===== config.mk =====
export PLATFORM = sky130hd
export DESIGN_NAME = cache_ctrl
export DESIGN_NICKNAME = d
export VERILOG_FILES = /design/src/rtl/axi_pkg.sv /design/src/rtl/cache_pkg.sv /design/src/rtl/cache_ctrl.sv
export SDC_FILE = /design/constraint.sdc
export NUM_CORES = 1
export LEC_CHECK = 0
export CORE_AREA = 2 2 168 170
export DETAILED_ROUTE_END_ITERATION = 10
export DIE_AREA = 0 0 170 172
export DONT_BUFFER_PORTS = 1
export SETUP_SLACK_MARGIN = 0.15
export SYNTH_ARGS = -nofsm -noshare
export SYNTH_HDL_FRONTEND = slang
export SYNTH_SLANG_ARGS = --single-unit

===== constraint.sdc =====
create_clock -name clock -period 2.27 [get_ports clock]
set_input_delay 0.3405 -clock clock [delete_from_list [all_inputs] [get_ports clock]]
set_output_delay 0.3405 -clock clock [all_outputs]
set_load 0.1 [all_outputs]

===== src/rtl/axi_pkg.sv =====
package axi_pkg;

  // read address channel payload, valid/ready travel beside it
  typedef struct packed {
    logic [31:0] addr;
    logic [3:0]  id;
    logic [7:0]  len;
    logic [2:0]  size;
    logic [1:0]  burst;
  } ar_chan_t;

  // read data channel payload
  typedef struct packed {
    logic [63:0] data;
    logic [1:0]  resp;
    logic        last;
    logic [3:0]  id;
  } r_chan_t;

  // burst type
  localparam logic [1:0] BURST_INCR = 2'b01;

  // response code
  localparam logic [1:0] RESP_OKAY = 2'b00;

  // 8 bytes per beat, one full data bus word
  localparam logic [2:0] SIZE_8B = 3'b011;

endpackage


===== src/rtl/cache_pkg.sv =====
package cache_pkg;

  // 16-byte lines, 64 sets, rest of the 32-bit address is tag
  localparam int OFFSET_W = 4;
  localparam int INDEX_W  = 6;
  localparam int TAG_W    = 22;

  // one cache line, two 64-bit beats
  typedef logic [127:0] line_t;

  typedef struct packed {
    logic [TAG_W-1:0]    tag;
    logic [INDEX_W-1:0]  index;
    logic [OFFSET_W-1:0] offset;
  } addr_fields_t;

  // same address word, seen raw or split for lookup
  typedef union packed {
    logic [31:0]  word;
    addr_fields_t fields;
  } addr_u;

  // core fetch request
  typedef struct packed {
    addr_u addr;
  } core_req_t;

  // core fetch response
  typedef struct packed {
    logic [63:0] data;
    logic        err;
  } core_rsp_t;

endpackage


===== src/rtl/cache_ctrl.sv =====
module cache_ctrl #(
  parameter logic [3:0] AXI_ID = 4'd0
) (
  input  logic                          clock,
  input  logic                          arst_n,
  input  logic                          req_valid,
  input  cache_pkg::core_req_t          req,
  input  logic                          flush,
  input  logic                          tag_hit,
  input  logic                          tag_valid,
  input  cache_pkg::line_t              sram_line,
  input  cache_pkg::line_t              refill_line,
  input  logic                          line_done,
  input  logic                          line_err,
  input  logic                          ar_ready,
  output logic                          busy,
  output logic                          rsp_valid,
  output cache_pkg::core_rsp_t          rsp,
  output logic                          lookup_en,
  output logic [cache_pkg::INDEX_W-1:0] index,
  output logic                          sram_cen,
  output logic                          fill_en,
  output logic                          flush_en,
  output logic                          refill_start,
  output logic                          ar_valid,
  output axi_pkg::ar_chan_t             ar,
  output logic                          r_ready,
  output logic                          sel_refill
);

  typedef enum logic [2:0] {
    ST_IDLE,
    ST_COMPARE,
    ST_ADDRESS,
    ST_DATA,
    ST_INSTALL,
    ST_RESPOND
  } state_t;

  state_t           state;
  state_t           state_nxt;
  cache_pkg::addr_u addr_q;
  logic             err_q;
  logic             miss;
  cache_pkg::line_t line_sel;

  assign miss = !(tag_valid && tag_hit);

  always_comb begin
    state_nxt = state;
    case (state)
      ST_IDLE:    if (req_valid) state_nxt = ST_COMPARE;
      ST_COMPARE: state_nxt = miss ? ST_ADDRESS : ST_RESPOND;
      ST_ADDRESS: if (ar_ready) state_nxt = ST_DATA;
      ST_DATA:    if (line_done) state_nxt = ST_INSTALL;
      ST_INSTALL: state_nxt = ST_RESPOND;
      ST_RESPOND: state_nxt = ST_IDLE;
      default:    state_nxt = ST_IDLE;
    endcase
  end

  always_ff @(posedge clock or negedge arst_n) begin
    if (!arst_n) begin
      state      <= ST_IDLE;
      err_q      <= 1'b0;
      sel_refill <= 1'b0;
    end else begin
      state <= state_nxt;
      if (state == ST_COMPARE) begin
        sel_refill <= miss;
        err_q      <= 1'b0;
      end
      // error of the whole burst, last beat included
      if (state == ST_DATA && line_done) begin
        err_q <= line_err;
      end
    end
  end

  // request address, held for the whole transaction
  always_ff @(posedge clock) begin
    if (lookup_en) begin
      addr_q <= req.addr;
    end
  end

  assign busy         = state != ST_IDLE;
  assign lookup_en    = req_valid && !busy;
  assign flush_en     = flush && !busy;
  assign refill_start = state == ST_COMPARE && miss;
  assign ar_valid     = state == ST_ADDRESS;
  assign r_ready      = state == ST_DATA;
  // a failed refill leaves the set untouched
  assign fill_en      = state == ST_INSTALL && !err_q;
  assign sram_cen     = lookup_en || fill_en;
  assign rsp_valid    = state == ST_RESPOND;

  // incoming index on lookup, stored one afterwards
  assign index = busy ? addr_q.fields.index : req.addr.fields.index;

  always_comb begin
    ar.addr  = {addr_q.fields.tag, addr_q.fields.index, {cache_pkg::OFFSET_W{1'b0}}};
    ar.id    = AXI_ID;
    ar.len   = 8'd1;
    ar.size  = axi_pkg::SIZE_8B;
    ar.burst = axi_pkg::BURST_INCR;
  end

  // offset bit 3 picks the upper or lower beat
  assign line_sel = sel_refill ? refill_line : sram_line;
  assign rsp.data = addr_q.fields.offset[cache_pkg::OFFSET_W-1] ? line_sel[127:64]
                                                                 : line_sel[63:0];
  assign rsp.err  = err_q;

  // core must wait for busy to drop before the next fetch
  a_no_req_when_busy: assert property (
    @(posedge clock) disable iff (!arst_n) busy |-> !req_valid
  );

  a_ar_stable: assert property (
    @(posedge clock) disable iff (!arst_n)
      ar_valid && !ar_ready |=> ar_valid && $stable(ar)
  );

  a_rsp_one_cycle: assert property (
    @(posedge clock) disable iff (!arst_n) rsp_valid |=> !rsp_valid
  );

endmodule


Word-level counts from Yosys, hierarchy flattened

Cells that the tools add are included.

Memories: 0
Bits in latches: 0
Word-level logic and storage cells: 36
Memory bits (writable): 0
Register bits after elaboration: 37
Output and inout bits: 130
Bits in read-only memories: 0

Div/mod/pow operators: 0
$add $sub $neg: 0
Bitwise operators: 0
Reduce and logical (&&, ||, !) cells: 14
Shift-type cells: 0
Eq/ne operators: 8
Order comparisons: 0
Multiplexer cells: 10
$mul: 0

Operators with widths:

| cell                 | number |
|---|---|
| $mux W128            | 1 |
| $mux W64             | 1 |
| $pmux W3 S5          | 1 |
| $mux W3              | 4 |
| $eq A3 B2 Y1 const B | 2 |
| $eq A3 B3 Y1 const B | 2 |
| $logic_and A1 B1 Y1  | 6 |
| $mux W6              | 1 |
| $ne A2 B2 Y1 const B | 3 |
| $eq A3 B1 Y1 const B | 1 |
| $logic_not A1 Y1     | 3 |
| $logic_not A3 Y1     | 1 |
| $reduce_and A3 Y1    | 1 |
| $reduce_bool A3 Y1   | 1 |
| $mux W1              | 2 |
| $reduce_bool A2 Y1   | 1 |
| $logic_or A1 B1 Y1   | 1 |

Logic depth before layout (Yosys ltp)

Gate-level depths: netlist of run 1.

Word-level depth: 4
Mapped depth: 4

Worst setup path before layout of run 1

Ideal clock, no wire load.

Kind: register to output
Start: register state[1]
End: output sram_cen
Setup slack: -1.512 ns
Data arrival time: 3.441 ns
Stages on the path, launching flop included: 5
Buffers on the path: 1
Path through: dfrtp_1 -> buf_2 -> nand2b_1 -> nor3_1 -> or2_2

RTL lines:

| element                  | RTL line         | RTL |
|---|---|---|
| start: declaration       | cache_ctrl.sv:40 | `state_t state;` |
| start signal: assignment | cache_ctrl.sv:68 | `state <= state_nxt;` |
| $eq A3 B3 Y1             | cache_ctrl.sv:94 | `assign fill_en = state == ST_INSTALL && !err_q;` |
| $logic_and A1 B1 Y1      | cache_ctrl.sv:94 |  |
| named net fill_en        | cache_ctrl.sv:22 | `output logic fill_en,` |
| $logic_or A1 B1 Y1       | cache_ctrl.sv:95 | `assign sram_cen = lookup_en \|\| fill_en;` |
| end: declaration         | cache_ctrl.sv:21 | `output logic sram_cen,` |

The timed path passes the listed nets, and every way through them passes these cells.

==> impl_metrics.json, run 1 <==
{
  "syn_avg_cell_area_sq_um": 15.60,
  "syn_area_sq_mm": 0.003198,
  "drtIter0Drc": 200,
  "relSlewSlack_pct": 45.35,
  "die_w_um": 170,
  "finClkSkew_ns": 0.007482,
  "dpl.hpwl_mm": 16.90,
  "wl_mm": 18.87,
  "final_cells": 642,
  "cts_root_buffer": "clkbuf_16",
  "cts_num_sinks": 34,
  "vdd_ir_drop_max_mv": 1.239,
  "cp_slowest_cell": "mux4_2",
  "finalMaxSlewViolations": 0,
  "netlist_instances": 205,
  "tightestPinTransition_ns": 0.8188,
  "num_vias": 2512,
  "yosysWarnings": 0,
  "fmax_mhz": 462.0,
  "crit_family": "multiplexers",
  "portBuffers": 0,
  "firstDrtPassIters": 4,
  "crit_type": "reg -> out",
  "ys_seq_elements": 34,
  "worstPathCellList": "buf_12 > buf_6 > mux4_2 > buf_12",
  "gp_congestion": 0.9188,
  "drive_above_1_share_pct": 73.20,
  "final_antenna_net_count": 0,
  "fin_area_sq_mm": 0.005389,
  "wl_per_cell_um": 29.39,
  "cp.required_ns": 1.93,
  "ios": 427,
  "grt_pass1_vias": 2559,
  "clk_pin_slew_ns": 0.06,
  "finalCritPeriodShare_pct": 95.36,
  "dp_slack_ns": 0.2006,
  "drc": 0,
  "yosysSeqAreaShare_pct": 31.14,
  "synth_cell_type_count": 25,
  "core_region_area_sq_mm": 0.02748,
  "synthToLayoutAreaGrowth_pct": 68.51,
  "setup_viol": 0,
  "clock_latency_ns": 0.28,
  "floorplan.initialDensity_pct": 11.64,
  "die-area_sq_mm": 0.02924,
  "placed_cells": 619,
  "min_path_type": "in -> reg",
  "power.density_mw_per_mm2": 2241,
  "crit_path_end_kind": "output port",
  "cp_max_fo": 8,
  "yosys.area.top_type_share_pct": 45.07,
  "cts.path.max_buffers": 2,
  "cp-start-kind": "register",
  "tritoncts": "done",
  "grt_overflow": 0,
  "placed_cell_area_sq_mm": 0.005020,
  "cp_slowest_stage_delay_ns": 0.55,
  "cp_common_cell": "buf_12",
  "grt_antenna_before_repair": 8,
  "cp.arrival_ns": 1.82,
  "status": "completed",
  "grt_usage_pct": 11.33,
  "crit_buf_inv": 3,
  "vias_per_cell": 3.913,
  "numCtsBuffers": 5,
  "yosys.area.top_type": "mux4_2",
  "grt_pass1_wl_mm": 22.65,
  "h-tree-depth": 2,
  "hold_viol": 0,
  "grt_max_degree": 65,
  "rows": 61,
  "worst_slack_ns": 0.1053,
  "max_cap_violations": 0,
  "layout.nets": 587,
  "rsz0062_at_grt": "true",
  "die-height_um": 172,
  "p_leak_nw": 1.970,
  "synth.area.top_cells": "mux4_2 (45%), edfxtp_1 (27%), buf_4 (12%)",
  "finalWorstPathRequiredPeriod_ns": 2.165
}
==> path summary, 6_finish.rpt <==
check	from	to	slack [ns]	cells after the start
min in group asynchronous	arst_n	err_q$_DFFE_PN0P_	0.35	1
worst min-delay path	req[21]	addr_q[21]$_DFFE_PP_	0.15	0
worst min register to register	state[2]$_DFFE_PN0P_	state[1]$_DFFE_PN0P_	0.60	1
max in group asynchronous	arst_n	sel_refill$_DFFE_PN0N_	1.69	1
worst max-delay path	sel_refill$_DFFE_PN0N_	rsp[44]	0.11	4
worst max register to register	state[2]$_DFFE_PN0P_	addr_q[11]$_DFFE_PP_	0.65	4
==> worst reg2reg max path, delay by kind of cell, from the launching register on <==
family / cells / cell delay (ns)
flops: 1 / 0.49
simple gates: 2 / 0.36
buf+inv: 2 / 0.40
==> power breakdown <==
part | switching, mW | internal (mW) | leakage, nW | total [mW]
Clock | 0.266 | 0.518 | 0.0771 | 0.784
Combinational | 6.75 | 3.54 | 1.57 | 10.3
Sequential | 0.136 | 0.871 | 0.326 | 1.01
Total | 7.15 | 4.93 | 1.97 | 12.1
==> area by class of cell <==
class | count | area [sq um]
Fill cell | 2924 | 22090
Timing Repair Buffer | 126 | 1971
Multi-Input combinational cell | 119 | 1788
Sequential cell | 34 | 1003
Tap cell | 346 | 432.9
Clock buffer | 6 | 128.9
Clock inverter | 2 | 37.54
Inverter | 4 | 15.01
Antenna cell | 5 | 12.51
==> flip-flops by register name, indices dropped and copies added, names as in the netlist <==
name        flops
err_q           1
state           3
sel_refill      1
addr_q         29
==> metal layers <==
layer	vias up	part of all wire [%]	track usage [%]
li1	951	-	-
met1	1315	37	13.85
met2	224	52	19.84
met3	18	10	4.074
met4	4	0.76	1.078
met5	-	0.17	0
==> cells by family (layout without fill, tap and decap cells) <==
family                 count (synthesis)  after routing  share of synthesized area (%)
AO/OA/AOI/OAI                         10             10                          1.917
buffers and inverters                 71            138                          16.12
flip-flops                            34             34                          31.14
multiplexers                          70             70                          47.18
other                                  2             26                         0.2348
AND/OR/NAND/NOR                       18             18                          3.404
==> synthesized netlist by cell type <==
library cell	number
mux4_2	64
buf_4	51
edfxtp_1	29
buf_2	10
buf_6	6
mux2_2	6
dfrtp_1	5
a21oi_1	4
inv_1	4
nand2_1	3
nand2b_1	3
nor3_1	3
and2_1	2
conb_1	2
nor2_1	2
o21ai_0	2
a22oi_1	1
a2bb2oi_1	1
and3_1	1
and3b_1	1
nor2b_1	1
nor3_4	1
o22ai_1	1
o32ai_1	1
or2_2	1
==> per-stage QoR <==
step	hold slack, ns	utilization [%]	setup TNS, ns	power, mW
finish	0.1532	19.61	0	12.08
global route	0.1414	19.59	0	12.40
CTS	0.1479	19.36	0	12.05
detailed placement	0.04505	18.27	0	10.94
global placement	0.04510	18.27	0	10.82
floorplan	0.04491	-	-0.1085	8.136
==> layout by cell type, fill, tap and decap left out, types with 2 or more instances in the layout <==
cell       instances
buf_8              2
buf_4             42
buf_12            75
a21oi_1            4
conb_1            21
nand2b_1           3
o21ai_0            2
diode_2            5
dfrtp_2            3
mux4_2            64
edfxtp_1          29
buf_16             2
nor3_4             3
nand2_1            3
buf_6              3
inv_1              4
mux2_2             6
clkbuf_16          6
==> what timing repair did <==
| item | in CTS | in global routing |
|---|---|---|
| endpoints found under the setup margin | 67 | 69 |
| hold buffers | 1 | 0 |
| cloned | 1 | 1 |
| gates resized for setup | 8 | 10 |
| hold endpoints to repair | 5 | 0 |
| pin swaps | 1 | 0 |
| buffers inserted | 7 | 0 |
Power figures use the tool's default switching activity.
==> run 2: changes to the inputs <==
==> constraint.sdc (replaced) <==
create_clock -name clock -period 2.55 [get_ports clock]
set_input_delay 0.3825 -clock clock [delete_from_list [all_inputs] [get_ports clock]]
set_output_delay 0.3825 -clock clock [all_outputs]
set_load 0.1 [all_outputs]
==> impl_metrics.json, run 2 (synthesized netlist as in run 1, its figures left out) <==
{
  "status": "completed",
  "cp_max_fo": 17,
  "floorplan.initialDensity_pct": 11.64,
  "drive_above_1_share_pct": 66.94,
  "portBuffers": 0,
  "final_cell_mix": "mux4_2 (64), buf_12 (40), buf_4 (34)",
  "finalMaxSlewViolations": 0,
  "wl_mm": 17.08,
  "min_path_type": "in -> reg",
  "cts_num_sinks": 34,
  "cp.arrival_ns": 1.93,
  "ios": 427,
  "layout.nets": 538,
  "setup_viol": 0,
  "regToRegStartpoint": "state[2]$_DFFE_PN0P_",
  "firstDrtPassIters": 4,
  "wl_per_cell_um": 28.60,
  "cp_slowest_cell": "mux4_2",
  "routed-wl-met3_mm": 2.081,
  "h-tree-depth": 2,
  "die-height_um": 172,
  "clk_pin_slew_ns": 0.06,
  "grt_antenna_before_repair": 8,
  "placed_cells": 577,
  "wl_met2_mm": 8.629,
  "die-area_sq_mm": 0.02924,
  "grt_overflow": 0,
  "crit_path_end": "rsp[23]",
  "final_common_cell": "mux4_2",
  "finalCritPeriodShare_pct": 90.62,
  "numCtsBuffers": 5,
  "tritoncts": "done",
  "cts_root_buffer": "clkbuf_16",
  "dpl.hpwl_mm": 15.59,
  "finalWorstPathRequiredPeriod_ns": 2.311,
  "largestRegisters": "addr_q (29), state (3)",
  "rows": 61,
  "worstPathCellList": "buf_16 > buf_12 > mux4_2 > buf_12",
  "rsz0062_at_grt": "false",
  "cts.path.max_buffers": 2,
  "routed.top_layer": "met5",
  "tightestPinTransition_ns": 0.9252,
  "tns_ns": 0,
  "worstRegToRegCells": 3,
  "crit_type": "reg -> out",
  "max_cap_violations": 0,
  "grt_max_degree": 65,
  "num_vias": 2331,
  "placed_cell_area_sq_mm": 0.004303,
  "r2r-end": "addr_q[13]$_DFFE_PP_",
  "crit_path_end_kind": "output port",
  "grt_pass1_vias": 2248,
  "synthToLayoutAreaGrowth_pct": 43.11,
  "fin_util_pct": 16.66,
  "drc": 0,
  "vias_per_cell": 3.905,
  "drtIter0Drc": 205,
  "clock_latency_ns": 0.27,
  "gp_congestion": 0.9428,
  "regMostFlops": "addr_q",
  "finClkSkew_ns": 0.005711,
  "grt_pass1_wl_mm": 19.69,
  "crit_start": "sel_refill$_DFFE_PN0N_",
  "cp_common_cell": "buf_12",
  "largest_reg_flops": 29,
  "relSlewSlack_pct": 38.45,
  "grt_usage_pct": 10.03,
  "r2r_setup_slack_ns": 0.60,
  "fmax_mhz": 432.7,
  "die_w_um": 170,
  "cp-start-kind": "register",
  "final_antenna_net_count": 0,
  "core_region_area_sq_mm": 0.02748,
  "hold_viol": 0,
  "met1_length_mm": 6.219,
  "final_cells": 597,
  "cp.required_ns": 2.17,
  "fin_area_sq_mm": 0.004577,
  "cp_slowest_stage_delay_ns": 0.58
}
## run 2: how the worst min path moves through the flow
| stage | to | cells past startpoint | from |
|---|---|---|---|
| 4_1_cts | addr_q[29]$_DFFE_PP_ | 0 | req[29] |
| 5_1_grt | addr_q[27]$_DFFE_PP_ | 0 | req[27] |
| 2_1_floorplan | err_q$_DFFE_PN0P_ | 0 | arst_n |
| 3_5_place_dp | state[0]$_DFFE_PN0P_ | 0 | arst_n |
| 6_report | addr_q[27]$_DFFE_PP_ | 0 | req[27] |
| 3_3_place_gp | state[1]$_DFFE_PN0P_ | 0 | arst_n |
## run 2: stage by stage
stage / hold WS [ns] / setup WS, ns
floorplan: 0.08691 / -0.3167
global placement: 0.08712 / 0.3668
detailed placement: 0.08707 / 0.3449
CTS: 0.1923 / 0.1901
global route: 0.1871 / 0.1558
finish: 0.1997 / 0.2391
## run 2: worst max-delay path: cells and delay by family, from the launching register on
family	cells	cell delay, ns
buffers and inverters	3	0.56
flip-flops	1	0.47
multiplexers	1	0.58
## run 2: routing by layer
| metal | up-vias | GRT usage, % |
|---|---|---|
| met5 | - | 0 |
| met4 | 2 | 2.676 |
| met3 | 14 | 3.365 |
| met2 | 251 | 16.33 |
| met1 | 1206 | 12.75 |
| li1 | 858 | - |
## run 2: area by class of cell
| class | instances | area [sq um] |
|---|---|---|
| fillers | 2979 | 22900 |
| multi-input cells | 119 | 1787 |
| repair buffers | 77 | 1126 |
| flip-flops and latches | 34 | 999.7 |
| well taps | 346 | 432.9 |
| clock buffers | 5 | 125.1 |
| clock inverters | 3 | 68.82 |
| diodes | 9 | 22.52 |
| inverters | 4 | 15.01 |
## run 2: repair_timing
item / in CTS / in global routing
gates resized for setup: 1 / 0
hold buffers: 1 / 0
buffers inserted: 1 / 0
setup endpoints to repair: 40 / 1
hold endpoints to repair: 5 / 0
pin swaps: 0 / 1
cloned: 1 / 0
Power of run 2 is not shown: default switching activity piles up to over one toggle a cycle in this logic, so the estimate is an artifact.
==> run 3: changes to the inputs <==
--- a/config.mk
+++ b/config.mk
@@ -9,6 +9,8 @@
 export DETAILED_ROUTE_END_ITERATION = 10
 export DIE_AREA = 0 0 170 172
 export DONT_BUFFER_PORTS = 1
+export PLACE_DENSITY_LB_ADDON = 0.2
+export RECOVER_POWER = 50
 export SETUP_SLACK_MARGIN = 0.15
 export SYNTH_ARGS = -nofsm -noshare
 export SYNTH_HDL_FRONTEND = slang
==> impl_metrics.json, run 3 (synthesized netlist as in run 1, its figures left out) <==
{
  "status": "completed",
  "cts_root_buffer": "clkbuf_16",
  "die_w_um": 170,
  "placed_cells": 579,
  "cp_max_fo": 9,
  "crit_path_end": "index[0]",
  "n_fill_cell": 2981,
  "rows": 61,
  "finalWorstPathRequiredPeriod_ns": 2.255,
  "multi_input_area_sq_mm": 0.001785,
  "largestRegisters": "addr_q (29), state (3)",
  "crit_path_end_kind": "output port",
  "hold_path.startpoint": "req[22]",
  "max_cap_violations": 0,
  "dpl.hpwl_mm": 13.84,
  "final_cells": 595,
  "r2r_setup_slack_ns": 0.65,
  "grt_pass1_vias": 2210,
  "die-height_um": 172,
  "cts_setup_buffers": 0,
  "relSlewSlack_pct": 14.59,
  "final_common_cell": "mux4_2",
  "vias_per_cell": 3.726,
  "cp.required_ns": 2.17,
  "num_vias": 2217,
  "wl_per_cell_um": 26.92,
  "core_region_area_sq_mm": 0.02748,
  "grt_max_degree": 65,
  "finalMaxSlewViolations": 0,
  "fin_util_pct": 16.94,
  "r2r-end": "addr_q[24]$_DFFE_PP_",
  "register_area_sq_um": 999.7,
  "h-tree-depth": 2,
  "setup_viol": 0,
  "portBuffers": 0,
  "worstRegToRegCells": 3,
  "synthToLayoutAreaGrowth_pct": 45.54,
  "tritoncts": "done",
  "placed_cell_area_sq_mm": 0.004493,
  "ios": 427,
  "hold_slack_ns": 0.1950,
  "hold_viol": 0,
  "clk_pin_slew_ns": 0.06,
  "fmax_mhz": 443.5,
  "drc": 0,
  "clock_latency_ns": 0.28,
  "wl_mm": 16.02,
  "cp.arrival_ns": 1.87,
  "firstDrtPassIters": 4,
  "finClkSkew_ns": 0.004721,
  "numCtsBuffers": 5,
  "cts_num_sinks": 34,
  "grt_pass1_wl_mm": 18.48,
  "crit_start": "state[0]$_DFFE_PN0P_",
  "fin_area_sq_mm": 0.004654,
  "final_antenna_net_count": 0,
  "finalCritPeriodShare_pct": 88.41,
  "min_path_type": "in -> reg",
  "grt_usage_pct": 9.318,
  "tightestPinTransition_ns": 1.281,
  "gp_congestion": 0.7541,
  "die-area_sq_mm": 0.02924,
  "cts.path.max_buffers": 2,
  "regMostFlops": "addr_q",
  "largest_reg_flops": 29,
  "layout.nets": 539,
  "drive_above_1_share_pct": 60.74,
  "cp-start-kind": "register",
  "floorplan.initialDensity_pct": 11.64,
  "regToRegStartpoint": "state[0]$_DFFE_PN0P_",
  "drtIter0Drc": 162,
  "final_cell_mix": "mux4_2 (64), buf_12 (54), edfxtp_1 (29)",
  "grt_overflow": 0,
  "crit_type": "reg -> out",
  "grt_antenna_before_repair": 8,
  "rsz0062_at_grt": "false"
}
## run 3: changes by cell type in the layout (fill, tap and decap cells not counted)
cell       change
buf_4         -29
clkbuf_1      +13
buf_12        +14
clkbuf_16      +1
diode_2        -2
clkbuf_2       +3
bufinv_16      -1
clkinv_4       -1
bufbuf_16      -1
clkinv_1       +1
and2_2         -1
and2_0         +1
## run 3: layout make-up
type	count	area share (%)
diodes	7	0.3763
repair buffers	78	26.75
inverters	4	0.3226
clock inverters	2	0.7258
flip-flops and latches	34	21.48
clock buffers	5	2.688
multi-input cells	119	38.36
well taps	346	9.301
## run 3: metrics by stage
step | setup WS, ns | TNS [ns]
4_1_cts | 0.1641 | 0
2_1_floorplan | -0.3167 | -0.3167
6_report | 0.2955 | 0
3_5_place_dp | 0.4704 | 0
3_3_place_gp | 0.4891 | 0
5_1_grt | 0.1692 | 0
## run 3: timing repair
item	4_1_cts	5_1_grt
endpoints found under the setup margin	0	13
endpoints found under the hold margin	5	0
hold buffers	1	0
resized for setup	0	1
## run 3: worst max-delay path, stage by stage, from the launching register on
cell and delay, ns:
dfrtp_1 0.54, nor3_4 0.44, mux2_2 0.61
## run 3: worst min path at each step
stage	endpoint	slack, ns	depth (start not counted)
4_1_cts	addr_q[22]$_DFFE_PP_	0.18	0
3_3_place_gp	err_q$_DFFE_PN0P_	0.09	0
2_1_floorplan	err_q$_DFFE_PN0P_	0.09	0
3_5_place_dp	err_q$_DFFE_PN0P_	0.09	0
5_1_grt	addr_q[14]$_DFFE_PP_	0.18	0
6_report	addr_q[22]$_DFFE_PP_	0.19	0
## run 3: layer usage
| layer | global-route usage [%] | part of all wire [%] |
|---|---|---|
| met1 | 11.35 | 38 |
| met2 | 15.53 | 50 |
| met3 | 3.868 | 12 |
| met4 | 1.784 | 0.53 |
| met5 | 0 | 0.081 |
Power of run 3 is left out for the same reason.
